$ cat config.mk
export PLATFORM = sky130hd
export DESIGN_NAME = wavegen_top
export DESIGN_NICKNAME = d
export VERILOG_FILES = /design/src/rtl/wavegen_axi_pkg.sv /design/src/rtl/wavegen_reg_pkg.sv /design/src/rtl/wavegen_axi_read.sv /design/src/rtl/wavegen_axi_write.sv /design/src/rtl/wavegen_regs.sv /design/src/rtl/wavegen_scale.sv /design/src/rtl/wavegen_top.sv
export SDC_FILE = /design/constraint.sdc
export NUM_CORES = 2
export LEC_CHECK = 0
export ABC_AREA = 1
export BUFFER_PORTS_ARGS = -buffer_cell sky130_fd_sc_hd__buf_2
export CAP_MARGIN = 20
export CORE_MARGIN = 2
export CORE_UTILIZATION = 55
export DETAILED_ROUTE_END_ITERATION = 10
export GPL_TIMING_DRIVEN = 0
export PLACE_DENSITY = 0.75
export SKIP_LAST_GASP = 1
export SYNTH_ARGS = -nofsm -noshare
export SYNTH_HDL_FRONTEND = slang
export SYNTH_HIERARCHICAL = 1
export SYNTH_SLANG_ARGS = --single-unit
$ cat constraint.sdc
create_clock -name axi_clk -period 8 [get_ports axi_clk]
set_clock_uncertainty 0.05 [all_clocks]
set_input_delay 0.4 -clock axi_clk [delete_from_list [all_inputs] [get_ports axi_clk]]
set_output_delay 0.4 -clock axi_clk [all_outputs]
set_load 0.03 [all_outputs]
$ cat src/rtl/wavegen_axi_pkg.sv
package wavegen_axi_pkg;

    ////////////////////
    // AXI4-Lite bus sizes
    ////////////////////

    // data bus is one 32-bit register word
    localparam int data_width = 32;
    // one strobe per data byte
    localparam int strb_width = data_width / 8;

    // register index sits in address bits 5:2
    localparam int reg_index_width = 4;

    ////////////////////
    // response codes
    ////////////////////

    // slave never signals SLVERR or DECERR
    localparam logic [1:0] resp_okay = 2'b00;

endpackage

$ cat src/rtl/wavegen_reg_pkg.sv
package wavegen_reg_pkg;

    ////////////////////
    // register indices
    ////////////////////

    // byte offset is index * 4
    localparam logic [3:0] mode_reg      = 4'd0;
    localparam logic [3:0] run_reg       = 4'd1;
    localparam logic [3:0] freq_a_reg    = 4'd2;
    localparam logic [3:0] freq_b_reg    = 4'd3;
    localparam logic [3:0] offset_reg    = 4'd4;
    localparam logic [3:0] ampltd_reg    = 4'd5;
    localparam logic [3:0] dtcyc_reg     = 4'd6;
    localparam logic [3:0] cycles_reg    = 4'd7;
    localparam logic [3:0] phase_off_reg = 4'd8;
    localparam logic [3:0] arb_depth_reg = 4'd9;

    ////////////////////
    // field widths
    ////////////////////

    // waveform select per channel
    localparam int mode_width = 3;
    // per-channel halves and wave samples
    localparam int half_width = 16;
    // amplitude is a Q1.15 gain
    localparam int scale_shift = 15;

    // both channels run out of reset
    localparam logic enable_reset = 1'b1;

    ////////////////////
    // register word
    ////////////////////

    // hi half feeds channel b, lo half feeds channel a
    typedef struct packed {
        logic [half_width-1:0] hi;
        logic [half_width-1:0] lo;
    } reg_halves_t;

    // word view for freq and arb_depth, half view for split registers
    typedef union packed {
        logic [2*half_width-1:0] word;
        reg_halves_t             half;
    } reg_word_u;

endpackage

$ cat src/rtl/wavegen_axi_read.sv
module wavegen_axi_read #(
    parameter int addr_width = 6
) (
    input  logic                                        axi_clk,
    input  logic                                        axi_resetn,
    input  logic [addr_width-1:0]                       axi_araddr,
    input  logic                                        axi_arvalid,
    input  logic                                        axi_rready,
    input  logic [wavegen_axi_pkg::data_width-1:0]      rd_word,
    output logic                                        axi_arready,
    output logic [wavegen_axi_pkg::data_width-1:0]      axi_rdata,
    output logic [1:0]                                  axi_rresp,
    output logic                                        axi_rvalid,
    output logic [wavegen_axi_pkg::reg_index_width-1:0] rd_index
);

    logic accept;

    // take a new address only when idle and no data is outstanding
    assign accept = axi_arvalid && !axi_arready && !axi_rvalid;

    ////////////////////
    // address channel
    ////////////////////

    always_ff @(posedge axi_clk) begin
        if (!axi_resetn) begin
            axi_arready <= 1'b0;
        end else begin
            // one-cycle pulse
            axi_arready <= accept;
        end
    end

    always_ff @(posedge axi_clk) begin
        if (accept) begin
            rd_index <= axi_araddr[2 +: wavegen_axi_pkg::reg_index_width];
        end
    end

    ////////////////////
    // data channel
    ////////////////////

    // register select is settled in the arready cycle
    always_ff @(posedge axi_clk) begin
        if (axi_arready) begin
            axi_rdata <= rd_word;
        end
    end

    always_ff @(posedge axi_clk) begin
        if (!axi_resetn) begin
            axi_rvalid <= 1'b0;
        end else if (axi_arready) begin
            axi_rvalid <= 1'b1;
        end else if (axi_rready) begin
            axi_rvalid <= 1'b0;
        end
    end

    assign axi_rresp = wavegen_axi_pkg::resp_okay;

    // data must not move under a stalled master
    rdata_stable_a : assert property (@(posedge axi_clk) disable iff (!axi_resetn)
        axi_rvalid && !axi_rready |=> $stable(axi_rdata));

endmodule

$ cat src/rtl/wavegen_axi_write.sv
module wavegen_axi_write #(
    parameter int addr_width = 6
) (
    input  logic                                        axi_clk,
    input  logic                                        axi_resetn,
    input  logic [addr_width-1:0]                       axi_awaddr,
    input  logic                                        axi_awvalid,
    input  logic [wavegen_axi_pkg::data_width-1:0]      axi_wdata,
    input  logic [wavegen_axi_pkg::strb_width-1:0]      axi_wstrb,
    input  logic                                        axi_wvalid,
    input  logic                                        axi_bready,
    output logic                                        axi_awready,
    output logic                                        axi_wready,
    output logic                                        axi_bvalid,
    output logic [1:0]                                  axi_bresp,
    output logic                                        wr_en,
    output logic [wavegen_axi_pkg::reg_index_width-1:0] wr_index,
    output logic [wavegen_axi_pkg::data_width-1:0]      wr_data,
    output logic [wavegen_axi_pkg::strb_width-1:0]      wr_strb
);

    // high while the slave may take a new write
    logic aw_en;
    // one-cycle acceptance pulse, shared by both ready lines
    logic accept_q;
    logic accept;

    // address and data must both be present, and no response pending
    assign accept = axi_awvalid && axi_wvalid && !accept_q && aw_en;

    ////////////////////
    // handshake
    ////////////////////

    always_ff @(posedge axi_clk) begin
        if (!axi_resetn) begin
            accept_q <= 1'b0;
            aw_en    <= 1'b1;
        end else begin
            accept_q <= accept;
            if (accept) begin
                aw_en <= 1'b0;
            end else if (axi_bvalid && axi_bready) begin
                // response taken, reopen for the next write
                aw_en <= 1'b1;
            end
        end
    end

    assign axi_awready = accept_q;
    assign axi_wready  = accept_q;
    // register file updates in the ready cycle
    assign wr_en       = accept_q;

    // capture index, data and strobes with the address
    always_ff @(posedge axi_clk) begin
        if (accept) begin
            wr_index <= axi_awaddr[2 +: wavegen_axi_pkg::reg_index_width];
            wr_data  <= axi_wdata;
            wr_strb  <= axi_wstrb;
        end
    end

    ////////////////////
    // write response
    ////////////////////

    always_ff @(posedge axi_clk) begin
        if (!axi_resetn) begin
            axi_bvalid <= 1'b0;
        end else if (accept_q) begin
            axi_bvalid <= 1'b1;
        end else if (axi_bready) begin
            axi_bvalid <= 1'b0;
        end
    end

    assign axi_bresp = wavegen_axi_pkg::resp_okay;

    // response is held until the master takes it
    bvalid_hold_a : assert property (@(posedge axi_clk) disable iff (!axi_resetn)
        axi_bvalid && !axi_bready |=> axi_bvalid);

    // no second write is accepted behind a pending response
    no_aw_while_b_a : assert property (@(posedge axi_clk) disable iff (!axi_resetn)
        axi_bvalid |=> !$rose(axi_awready));

endmodule

$ cat src/rtl/wavegen_regs.sv
module wavegen_regs (
    input  logic                                        axi_clk,
    input  logic                                        axi_resetn,
    input  logic                                        wr_en,
    input  logic [wavegen_axi_pkg::reg_index_width-1:0] wr_index,
    input  logic [wavegen_axi_pkg::data_width-1:0]      wr_data,
    input  logic [wavegen_axi_pkg::strb_width-1:0]      wr_strb,
    input  logic [wavegen_axi_pkg::reg_index_width-1:0] rd_index,
    output logic [wavegen_axi_pkg::data_width-1:0]      rd_word,
    output logic [wavegen_reg_pkg::mode_width-1:0]      mode_a,
    output logic [wavegen_reg_pkg::mode_width-1:0]      mode_b,
    output logic                                        enable_a,
    output logic                                        enable_b,
    output logic [wavegen_axi_pkg::data_width-1:0]      freq_a,
    output logic [wavegen_axi_pkg::data_width-1:0]      freq_b,
    output logic [wavegen_reg_pkg::half_width-1:0]      dtcyc_a,
    output logic [wavegen_reg_pkg::half_width-1:0]      dtcyc_b,
    output logic [wavegen_reg_pkg::half_width-1:0]      cycles_a,
    output logic [wavegen_reg_pkg::half_width-1:0]      cycles_b,
    output logic [wavegen_reg_pkg::half_width-1:0]      phase_off_a,
    output logic [wavegen_reg_pkg::half_width-1:0]      phase_off_b,
    output logic [wavegen_axi_pkg::data_width-1:0]      arb_depth,
    output logic [wavegen_reg_pkg::half_width-1:0]      amp_a,
    output logic [wavegen_reg_pkg::half_width-1:0]      amp_b,
    output logic [wavegen_reg_pkg::half_width-1:0]      offset_a,
    output logic [wavegen_reg_pkg::half_width-1:0]      offset_b
);

    // full-word registers
    wavegen_reg_pkg::reg_word_u freq_a_q, freq_b_q, arb_depth_q;
    // split registers, lo half is channel a
    wavegen_reg_pkg::reg_word_u offset_q, ampltd_q, dtcyc_q, cycles_q, phase_off_q;

    // replace only the bytes whose strobe is set
    function automatic logic [wavegen_axi_pkg::data_width-1:0] merge_bytes(
        input logic [wavegen_axi_pkg::data_width-1:0] old_word,
        input logic [wavegen_axi_pkg::data_width-1:0] new_word,
        input logic [wavegen_axi_pkg::strb_width-1:0] strb
    );
        logic [wavegen_axi_pkg::data_width-1:0] res;
        res = old_word;
        for (int i = 0; i < wavegen_axi_pkg::strb_width; i++) begin
            if (strb[i]) begin
                res[i*8 +: 8] = new_word[i*8 +: 8];
            end
        end
        return res;
    endfunction

    ////////////////////
    // write decode
    ////////////////////

    always_ff @(posedge axi_clk) begin
        if (!axi_resetn) begin
            mode_a      <= '0;
            mode_b      <= '0;
            enable_a    <= wavegen_reg_pkg::enable_reset;
            enable_b    <= wavegen_reg_pkg::enable_reset;
            freq_a_q    <= '0;
            freq_b_q    <= '0;
            offset_q    <= '0;
            ampltd_q    <= '0;
            dtcyc_q     <= '0;
            cycles_q    <= '0;
            phase_off_q <= '0;
            arb_depth_q <= '0;
        end else if (wr_en) begin
            case (wr_index)
                // mode and run live in byte 0 only
                wavegen_reg_pkg::mode_reg: begin
                    if (wr_strb[0]) begin
                        {mode_b, mode_a} <= wr_data[2*wavegen_reg_pkg::mode_width-1:0];
                    end
                end
                wavegen_reg_pkg::run_reg: begin
                    if (wr_strb[0]) begin
                        {enable_b, enable_a} <= wr_data[1:0];
                    end
                end
                wavegen_reg_pkg::freq_a_reg:
                    freq_a_q.word <= merge_bytes(freq_a_q.word, wr_data, wr_strb);
                wavegen_reg_pkg::freq_b_reg:
                    freq_b_q.word <= merge_bytes(freq_b_q.word, wr_data, wr_strb);
                // strobes 1:0 hit channel a, 3:2 hit channel b
                wavegen_reg_pkg::offset_reg:
                    offset_q.word <= merge_bytes(offset_q.word, wr_data, wr_strb);
                wavegen_reg_pkg::ampltd_reg:
                    ampltd_q.word <= merge_bytes(ampltd_q.word, wr_data, wr_strb);
                wavegen_reg_pkg::dtcyc_reg:
                    dtcyc_q.word <= merge_bytes(dtcyc_q.word, wr_data, wr_strb);
                wavegen_reg_pkg::cycles_reg:
                    cycles_q.word <= merge_bytes(cycles_q.word, wr_data, wr_strb);
                wavegen_reg_pkg::phase_off_reg:
                    phase_off_q.word <= merge_bytes(phase_off_q.word, wr_data, wr_strb);
                wavegen_reg_pkg::arb_depth_reg:
                    arb_depth_q.word <= merge_bytes(arb_depth_q.word, wr_data, wr_strb);
                // indices 10 to 15 are not mapped
                default: ;
            endcase
        end
    end

    ////////////////////
    // field outputs
    ////////////////////

    assign freq_a      = freq_a_q.word;
    assign freq_b      = freq_b_q.word;
    assign arb_depth   = arb_depth_q.word;
    assign offset_a    = offset_q.half.lo;
    assign offset_b    = offset_q.half.hi;
    assign amp_a       = ampltd_q.half.lo;
    assign amp_b       = ampltd_q.half.hi;
    assign dtcyc_a     = dtcyc_q.half.lo;
    assign dtcyc_b     = dtcyc_q.half.hi;
    assign cycles_a    = cycles_q.half.lo;
    assign cycles_b    = cycles_q.half.hi;
    assign phase_off_a = phase_off_q.half.lo;
    assign phase_off_b = phase_off_q.half.hi;

    ////////////////////
    // read select
    ////////////////////

    // unused bits and unmapped indices read as zero
    always_comb begin
        rd_word = '0;
        case (rd_index)
            wavegen_reg_pkg::mode_reg:
                rd_word[2*wavegen_reg_pkg::mode_width-1:0] = {mode_b, mode_a};
            wavegen_reg_pkg::run_reg:       rd_word[1:0] = {enable_b, enable_a};
            wavegen_reg_pkg::freq_a_reg:    rd_word = freq_a_q.word;
            wavegen_reg_pkg::freq_b_reg:    rd_word = freq_b_q.word;
            wavegen_reg_pkg::offset_reg:    rd_word = offset_q.word;
            wavegen_reg_pkg::ampltd_reg:    rd_word = ampltd_q.word;
            wavegen_reg_pkg::dtcyc_reg:     rd_word = dtcyc_q.word;
            wavegen_reg_pkg::cycles_reg:    rd_word = cycles_q.word;
            wavegen_reg_pkg::phase_off_reg: rd_word = phase_off_q.word;
            wavegen_reg_pkg::arb_depth_reg: rd_word = arb_depth_q.word;
            default:                        rd_word = '0;
        endcase
    end

endmodule

$ cat src/rtl/wavegen_scale.sv
module wavegen_scale (
    input  logic                                        axi_clk,
    input  logic                                        axi_resetn,
    input  logic signed [wavegen_reg_pkg::half_width-1:0] sample,
    input  logic [wavegen_reg_pkg::half_width-1:0]      amp,
    input  logic [wavegen_reg_pkg::half_width-1:0]      offset,
    input  logic                                        enable,
    output logic [wavegen_reg_pkg::half_width-1:0]      scaled
);

    logic signed [2*wavegen_reg_pkg::half_width-1:0] product;
    logic signed [2*wavegen_reg_pkg::half_width-1:0] shifted;
    logic [wavegen_reg_pkg::half_width-1:0]          sum;

    // amplitude is a signed Q1.15 gain
    assign product = $signed(amp) * sample;
    assign shifted = product >>> wavegen_reg_pkg::scale_shift;
    // keep the low half, offset wraps modulo 2^16
    assign sum     = shifted[wavegen_reg_pkg::half_width-1:0] + offset;

    // one cycle of latency, disabled channel sits at zero
    always_ff @(posedge axi_clk) begin
        if (!axi_resetn) begin
            scaled <= '0;
        end else begin
            scaled <= enable ? sum : '0;
        end
    end

endmodule

$ cat src/rtl/wavegen_top.sv
module wavegen_top #(
    parameter int addr_width = 6
) (
    input  logic                                          axi_clk,
    input  logic                                          axi_resetn,
    // write address and data
    input  logic [addr_width-1:0]                         axi_awaddr,
    input  logic                                          axi_awvalid,
    output logic                                          axi_awready,
    input  logic [wavegen_axi_pkg::data_width-1:0]        axi_wdata,
    input  logic [wavegen_axi_pkg::strb_width-1:0]        axi_wstrb,
    input  logic                                          axi_wvalid,
    output logic                                          axi_wready,
    // write response
    output logic [1:0]                                    axi_bresp,
    output logic                                          axi_bvalid,
    input  logic                                          axi_bready,
    // read address and data
    input  logic [addr_width-1:0]                         axi_araddr,
    input  logic                                          axi_arvalid,
    output logic                                          axi_arready,
    output logic [wavegen_axi_pkg::data_width-1:0]        axi_rdata,
    output logic [1:0]                                    axi_rresp,
    output logic                                          axi_rvalid,
    input  logic                                          axi_rready,
    // samples from the waveform core
    input  logic signed [wavegen_reg_pkg::half_width-1:0] wave_a,
    input  logic signed [wavegen_reg_pkg::half_width-1:0] wave_b,
    output logic [wavegen_reg_pkg::half_width-1:0]        out_a,
    output logic [wavegen_reg_pkg::half_width-1:0]        out_b,
    // configuration to the waveform core
    output logic [wavegen_reg_pkg::mode_width-1:0]        mode_a,
    output logic [wavegen_reg_pkg::mode_width-1:0]        mode_b,
    output logic                                          enable_a,
    output logic                                          enable_b,
    output logic [wavegen_axi_pkg::data_width-1:0]        freq_a,
    output logic [wavegen_axi_pkg::data_width-1:0]        freq_b,
    output logic [wavegen_reg_pkg::half_width-1:0]        dtcyc_a,
    output logic [wavegen_reg_pkg::half_width-1:0]        dtcyc_b,
    output logic [wavegen_reg_pkg::half_width-1:0]        cycles_a,
    output logic [wavegen_reg_pkg::half_width-1:0]        cycles_b,
    output logic [wavegen_reg_pkg::half_width-1:0]        phase_off_a,
    output logic [wavegen_reg_pkg::half_width-1:0]        phase_off_b,
    output logic [wavegen_axi_pkg::data_width-1:0]        arb_depth
);

    logic                                        wr_en;
    logic [wavegen_axi_pkg::reg_index_width-1:0] wr_index;
    logic [wavegen_axi_pkg::data_width-1:0]      wr_data;
    logic [wavegen_axi_pkg::strb_width-1:0]      wr_strb;
    logic [wavegen_axi_pkg::reg_index_width-1:0] rd_index;
    logic [wavegen_axi_pkg::data_width-1:0]      rd_word;
    logic [wavegen_reg_pkg::half_width-1:0]      amp_a, amp_b;
    logic [wavegen_reg_pkg::half_width-1:0]      offset_a, offset_b;

    ////////////////////
    // bus channels
    ////////////////////

    wavegen_axi_write #(.addr_width(addr_width)) u_write (
        .axi_clk, .axi_resetn, .axi_awaddr, .axi_awvalid, .axi_wdata, .axi_wstrb,
        .axi_wvalid, .axi_bready, .axi_awready, .axi_wready, .axi_bvalid, .axi_bresp,
        .wr_en, .wr_index, .wr_data, .wr_strb
    );

    wavegen_axi_read #(.addr_width(addr_width)) u_read (
        .axi_clk, .axi_resetn, .axi_araddr, .axi_arvalid, .axi_rready, .rd_word,
        .axi_arready, .axi_rdata, .axi_rresp, .axi_rvalid, .rd_index
    );

    ////////////////////
    // registers and output stage
    ////////////////////

    wavegen_regs u_regs (
        .axi_clk, .axi_resetn, .wr_en, .wr_index, .wr_data, .wr_strb, .rd_index,
        .rd_word, .mode_a, .mode_b, .enable_a, .enable_b, .freq_a, .freq_b,
        .dtcyc_a, .dtcyc_b, .cycles_a, .cycles_b, .phase_off_a, .phase_off_b,
        .arb_depth, .amp_a, .amp_b, .offset_a, .offset_b
    );

    // channel a
    wavegen_scale u_scale_a (
        .axi_clk, .axi_resetn, .sample(wave_a), .amp(amp_a), .offset(offset_a),
        .enable(enable_a), .scaled(out_a)
    );

    // channel b
    wavegen_scale u_scale_b (
        .axi_clk, .axi_resetn, .sample(wave_b), .amp(amp_b), .offset(offset_b),
        .enable(enable_b), .scaled(out_b)
    );

endmodule

==> impl_metrics.json <==
{
  "fmax_mhz": 129,
  "die_w_um": 265,
  "yosys.area.top_type": "fa_1",
  "hold_viol_final": 0,
  "path_clk_slew_ps": 60,
  "post-synth-top-area-fraction_pct": 27.5,
  "status": "complete, no violations",
  "antenna_found_initial": 3,
  "place_hpwl_um": 109000,
  "worstPathArrival_ps": 8160,
  "syn-instance-count": 4900,
  "min_path_type": "input port to flip-flop",
  "synth.avg_cell_area_um2": 7.62,
  "synth_seq_cells": 377,
  "crit_path_max_incr_delay_ps": 730,
  "grt_max_degree": 27,
  "vias_per_cell": 5.70,
  "p_leak_nw": 22.3,
  "setup_viol": 0,
  "start_util_pct": 55.6,
  "ys_warn_count": 6,
  "synth_area_leaders": "fa_1, dfxtp_1, nand2_1",
  "async_reset_ff_share_pct": 0,
  "worst_pin_slew_ps": 1080,
  "grt_pass1_wl_um": 207000,
  "path_common_cell": "fa_1",
  "area_growth_pct": 11.9,
  "cp-start-kind": "flip-flop",
  "drive_gt1_share_pct": 11.7,
  "fin_crit_ps": 7770,
  "cp_num_buf_inv": 5,
  "ant_nets": 0,
  "gr-usage-all-layers_pct": 39.2,
  "synthFlopType": "dfxtp_1",
  "vias": 35300,
  "firstDrtPassIters": 9,
  "die-area_um2": 70000,
  "p_per_area_nw_per_um2": 106,
  "synthTopCellsByCount": "nand2_1, inv_1, fa_1, a21oi_1, nand3_1",
  "grt_overflow": 0,
  "netlist_area_um2": 37300,
  "rsz0062_at_grt": "true",
  "grt_pass1_vias": 35100,
  "ys_seq_area_share_pct": 22.3,
  "first_iter_violations": 4158,
  "relSlewSlack_pct": 27.7,
  "wl_per_cell_um": 22.1,
  "pin_count": 360,
  "ir_drop_mv": 0.206,
  "ys_types": 52,
  "cp.required_ps": 8390,
  "clock_sinks": 377,
  "crit_slowest_cell": "dfxtp_1",
  "postLayoutCoreUtil_pct": 62.2,
  "gp_congestion": 1.02,
  "slew_viol_final": 0,
  "drv.max_cap_violation_count": 0,
  "worst_setup_path_end_kind": "flip-flop",
  "synthMostInstantiatedCell": "nand2_1",
  "cts_buffer_depth": 3,
  "synth_edf_count": 76,
  "crit_path_max_fanout": 10,
  "root_buffer": "clkbuf_16",
  "die_h_um": 265,
  "cts_buffers": 37,
  "wl_um": 137000,
  "coreArea_um2": 67200,
  "finalCritPeriodShare_pct": 97.2,
  "drc": 0,
  "io_buffers": 325,
  "crit_family": "adder cells",
  "critPathKind": "flip-flop to flip-flop",
  "fin_nets": 6083,
  "clk_latency_ps": 550,
  "cts_tree": "done",
  "hold_ws_ps": 36.7,
  "cts-htree-levels": 2,
  "row_count": 95
}
==> routing by layer <==
metal / up-vias / track usage, % / wire length, µm
met5: - / 0 / 24
met4: 4 / 23.0 / 10500
met3: 582 / 9.83 / 16600
met2: 2328 / 61.3 / 59600
met1: 16700 / 49.5 / 50300
li1: 15700 / - / -
==> worst paths after layout <==
path                       start                   end  slack, ps  depth (start not counted)
max          u_regs/ampltd_q[28]  u_scale_b/scaled[15]        230                         29
min                axi_awaddr[5]   u_write/wr_index[3]         40                          1
max reg2reg  u_regs/ampltd_q[28]  u_scale_b/scaled[15]        230                         29
min reg2reg     u_regs/mode_b[0]      u_regs/mode_b[0]        430                          2
==> power breakdown <==
part	internal, mW	switching, mW
logic	0.173	0.482
registers	1.97	0.0198
clock network	1.01	0.786
==> area by class of cell <==
cell class | count | area [µm²]
clock buffer | 54 | 1120
inverter | 977 | 3670
buffer | 257 | 1260
timing repair buffer | 369 | 2080
fill | 6105 | 25400
tap | 873 | 1090
sequential | 377 | 8340
multi-input combinational | 3277 | 24100
antenna | 1 | 2.50
clock inverter | 14 | 108
==> layout by cell type, fill, tap and decap left out, drive strengths merged, types with 11 or more instances in the layout <==
| master | count |
|---|---|
| o21ai | 102 |
| edfxtp | 76 |
| xor2 | 16 |
| a21oi | 323 |
| clkbuf | 200 |
| dlygate4sd3 | 41 |
| nand2 | 1314 |
| nand4 | 95 |
| clkinv | 11 |
| o21bai | 14 |
| fa | 512 |
| a21o | 14 |
| buf | 439 |
| nand3 | 335 |
| or2 | 13 |
| dfxtp | 301 |
| inv | 977 |
| nor2 | 284 |
| ha | 188 |
| xnor2 | 11 |
==> logic make-up (layout without fill, tap and decap cells) <==
family	after synthesis	after routing	synth area share, %
adder cells (fa/ha/maj)	700	700	33.8
buffers and inverters	1248	1671	13.2
other	2	5	0.0201
AO/OA/AOI/OAI	482	482	6.88
XOR/XNOR	27	27	0.633
AND/OR/NAND/NOR	2064	2064	23.3
flip-flops	377	377	22.3
==> worst register-to-register path: cells and delay by family (launching register included) <==
kind | cells | cell delay, ps
AO/OA/AOI/OAI | 6 | 1180
flip-flops | 1 | 730
buffers and inverters | 5 | 710
AND/OR/NAND/NOR | 10 | 1170
adder cells (fa/ha/maj) | 8 | 3820
==> per-stage QoR <==
step	power [mW]	instance area (µm²)	cells	setup WS (ps)	TNS, ps
6_report	4.45	41800	6199	227	0
2_1_floorplan	2.40	37300	4902	1240	0
4_1_cts	4.42	41800	6211	-34.1	-34.1
5_1_grt	4.54	41800	6198	-14.9	-21.4
3_5_place_dp	2.64	40100	6102	-168	-258
3_3_place_gp	2.64	40100	6100	-160	-210
==> repair_timing <==
item,in CTS,in global routing
hold endpoints to repair,41,0
hold buffers,41,0
pin swaps,0,1
setup buffers,0,1
gates resized for setup,8,84
endpoints found under the setup margin,5,18
Power figures use the tool's default switching activity.
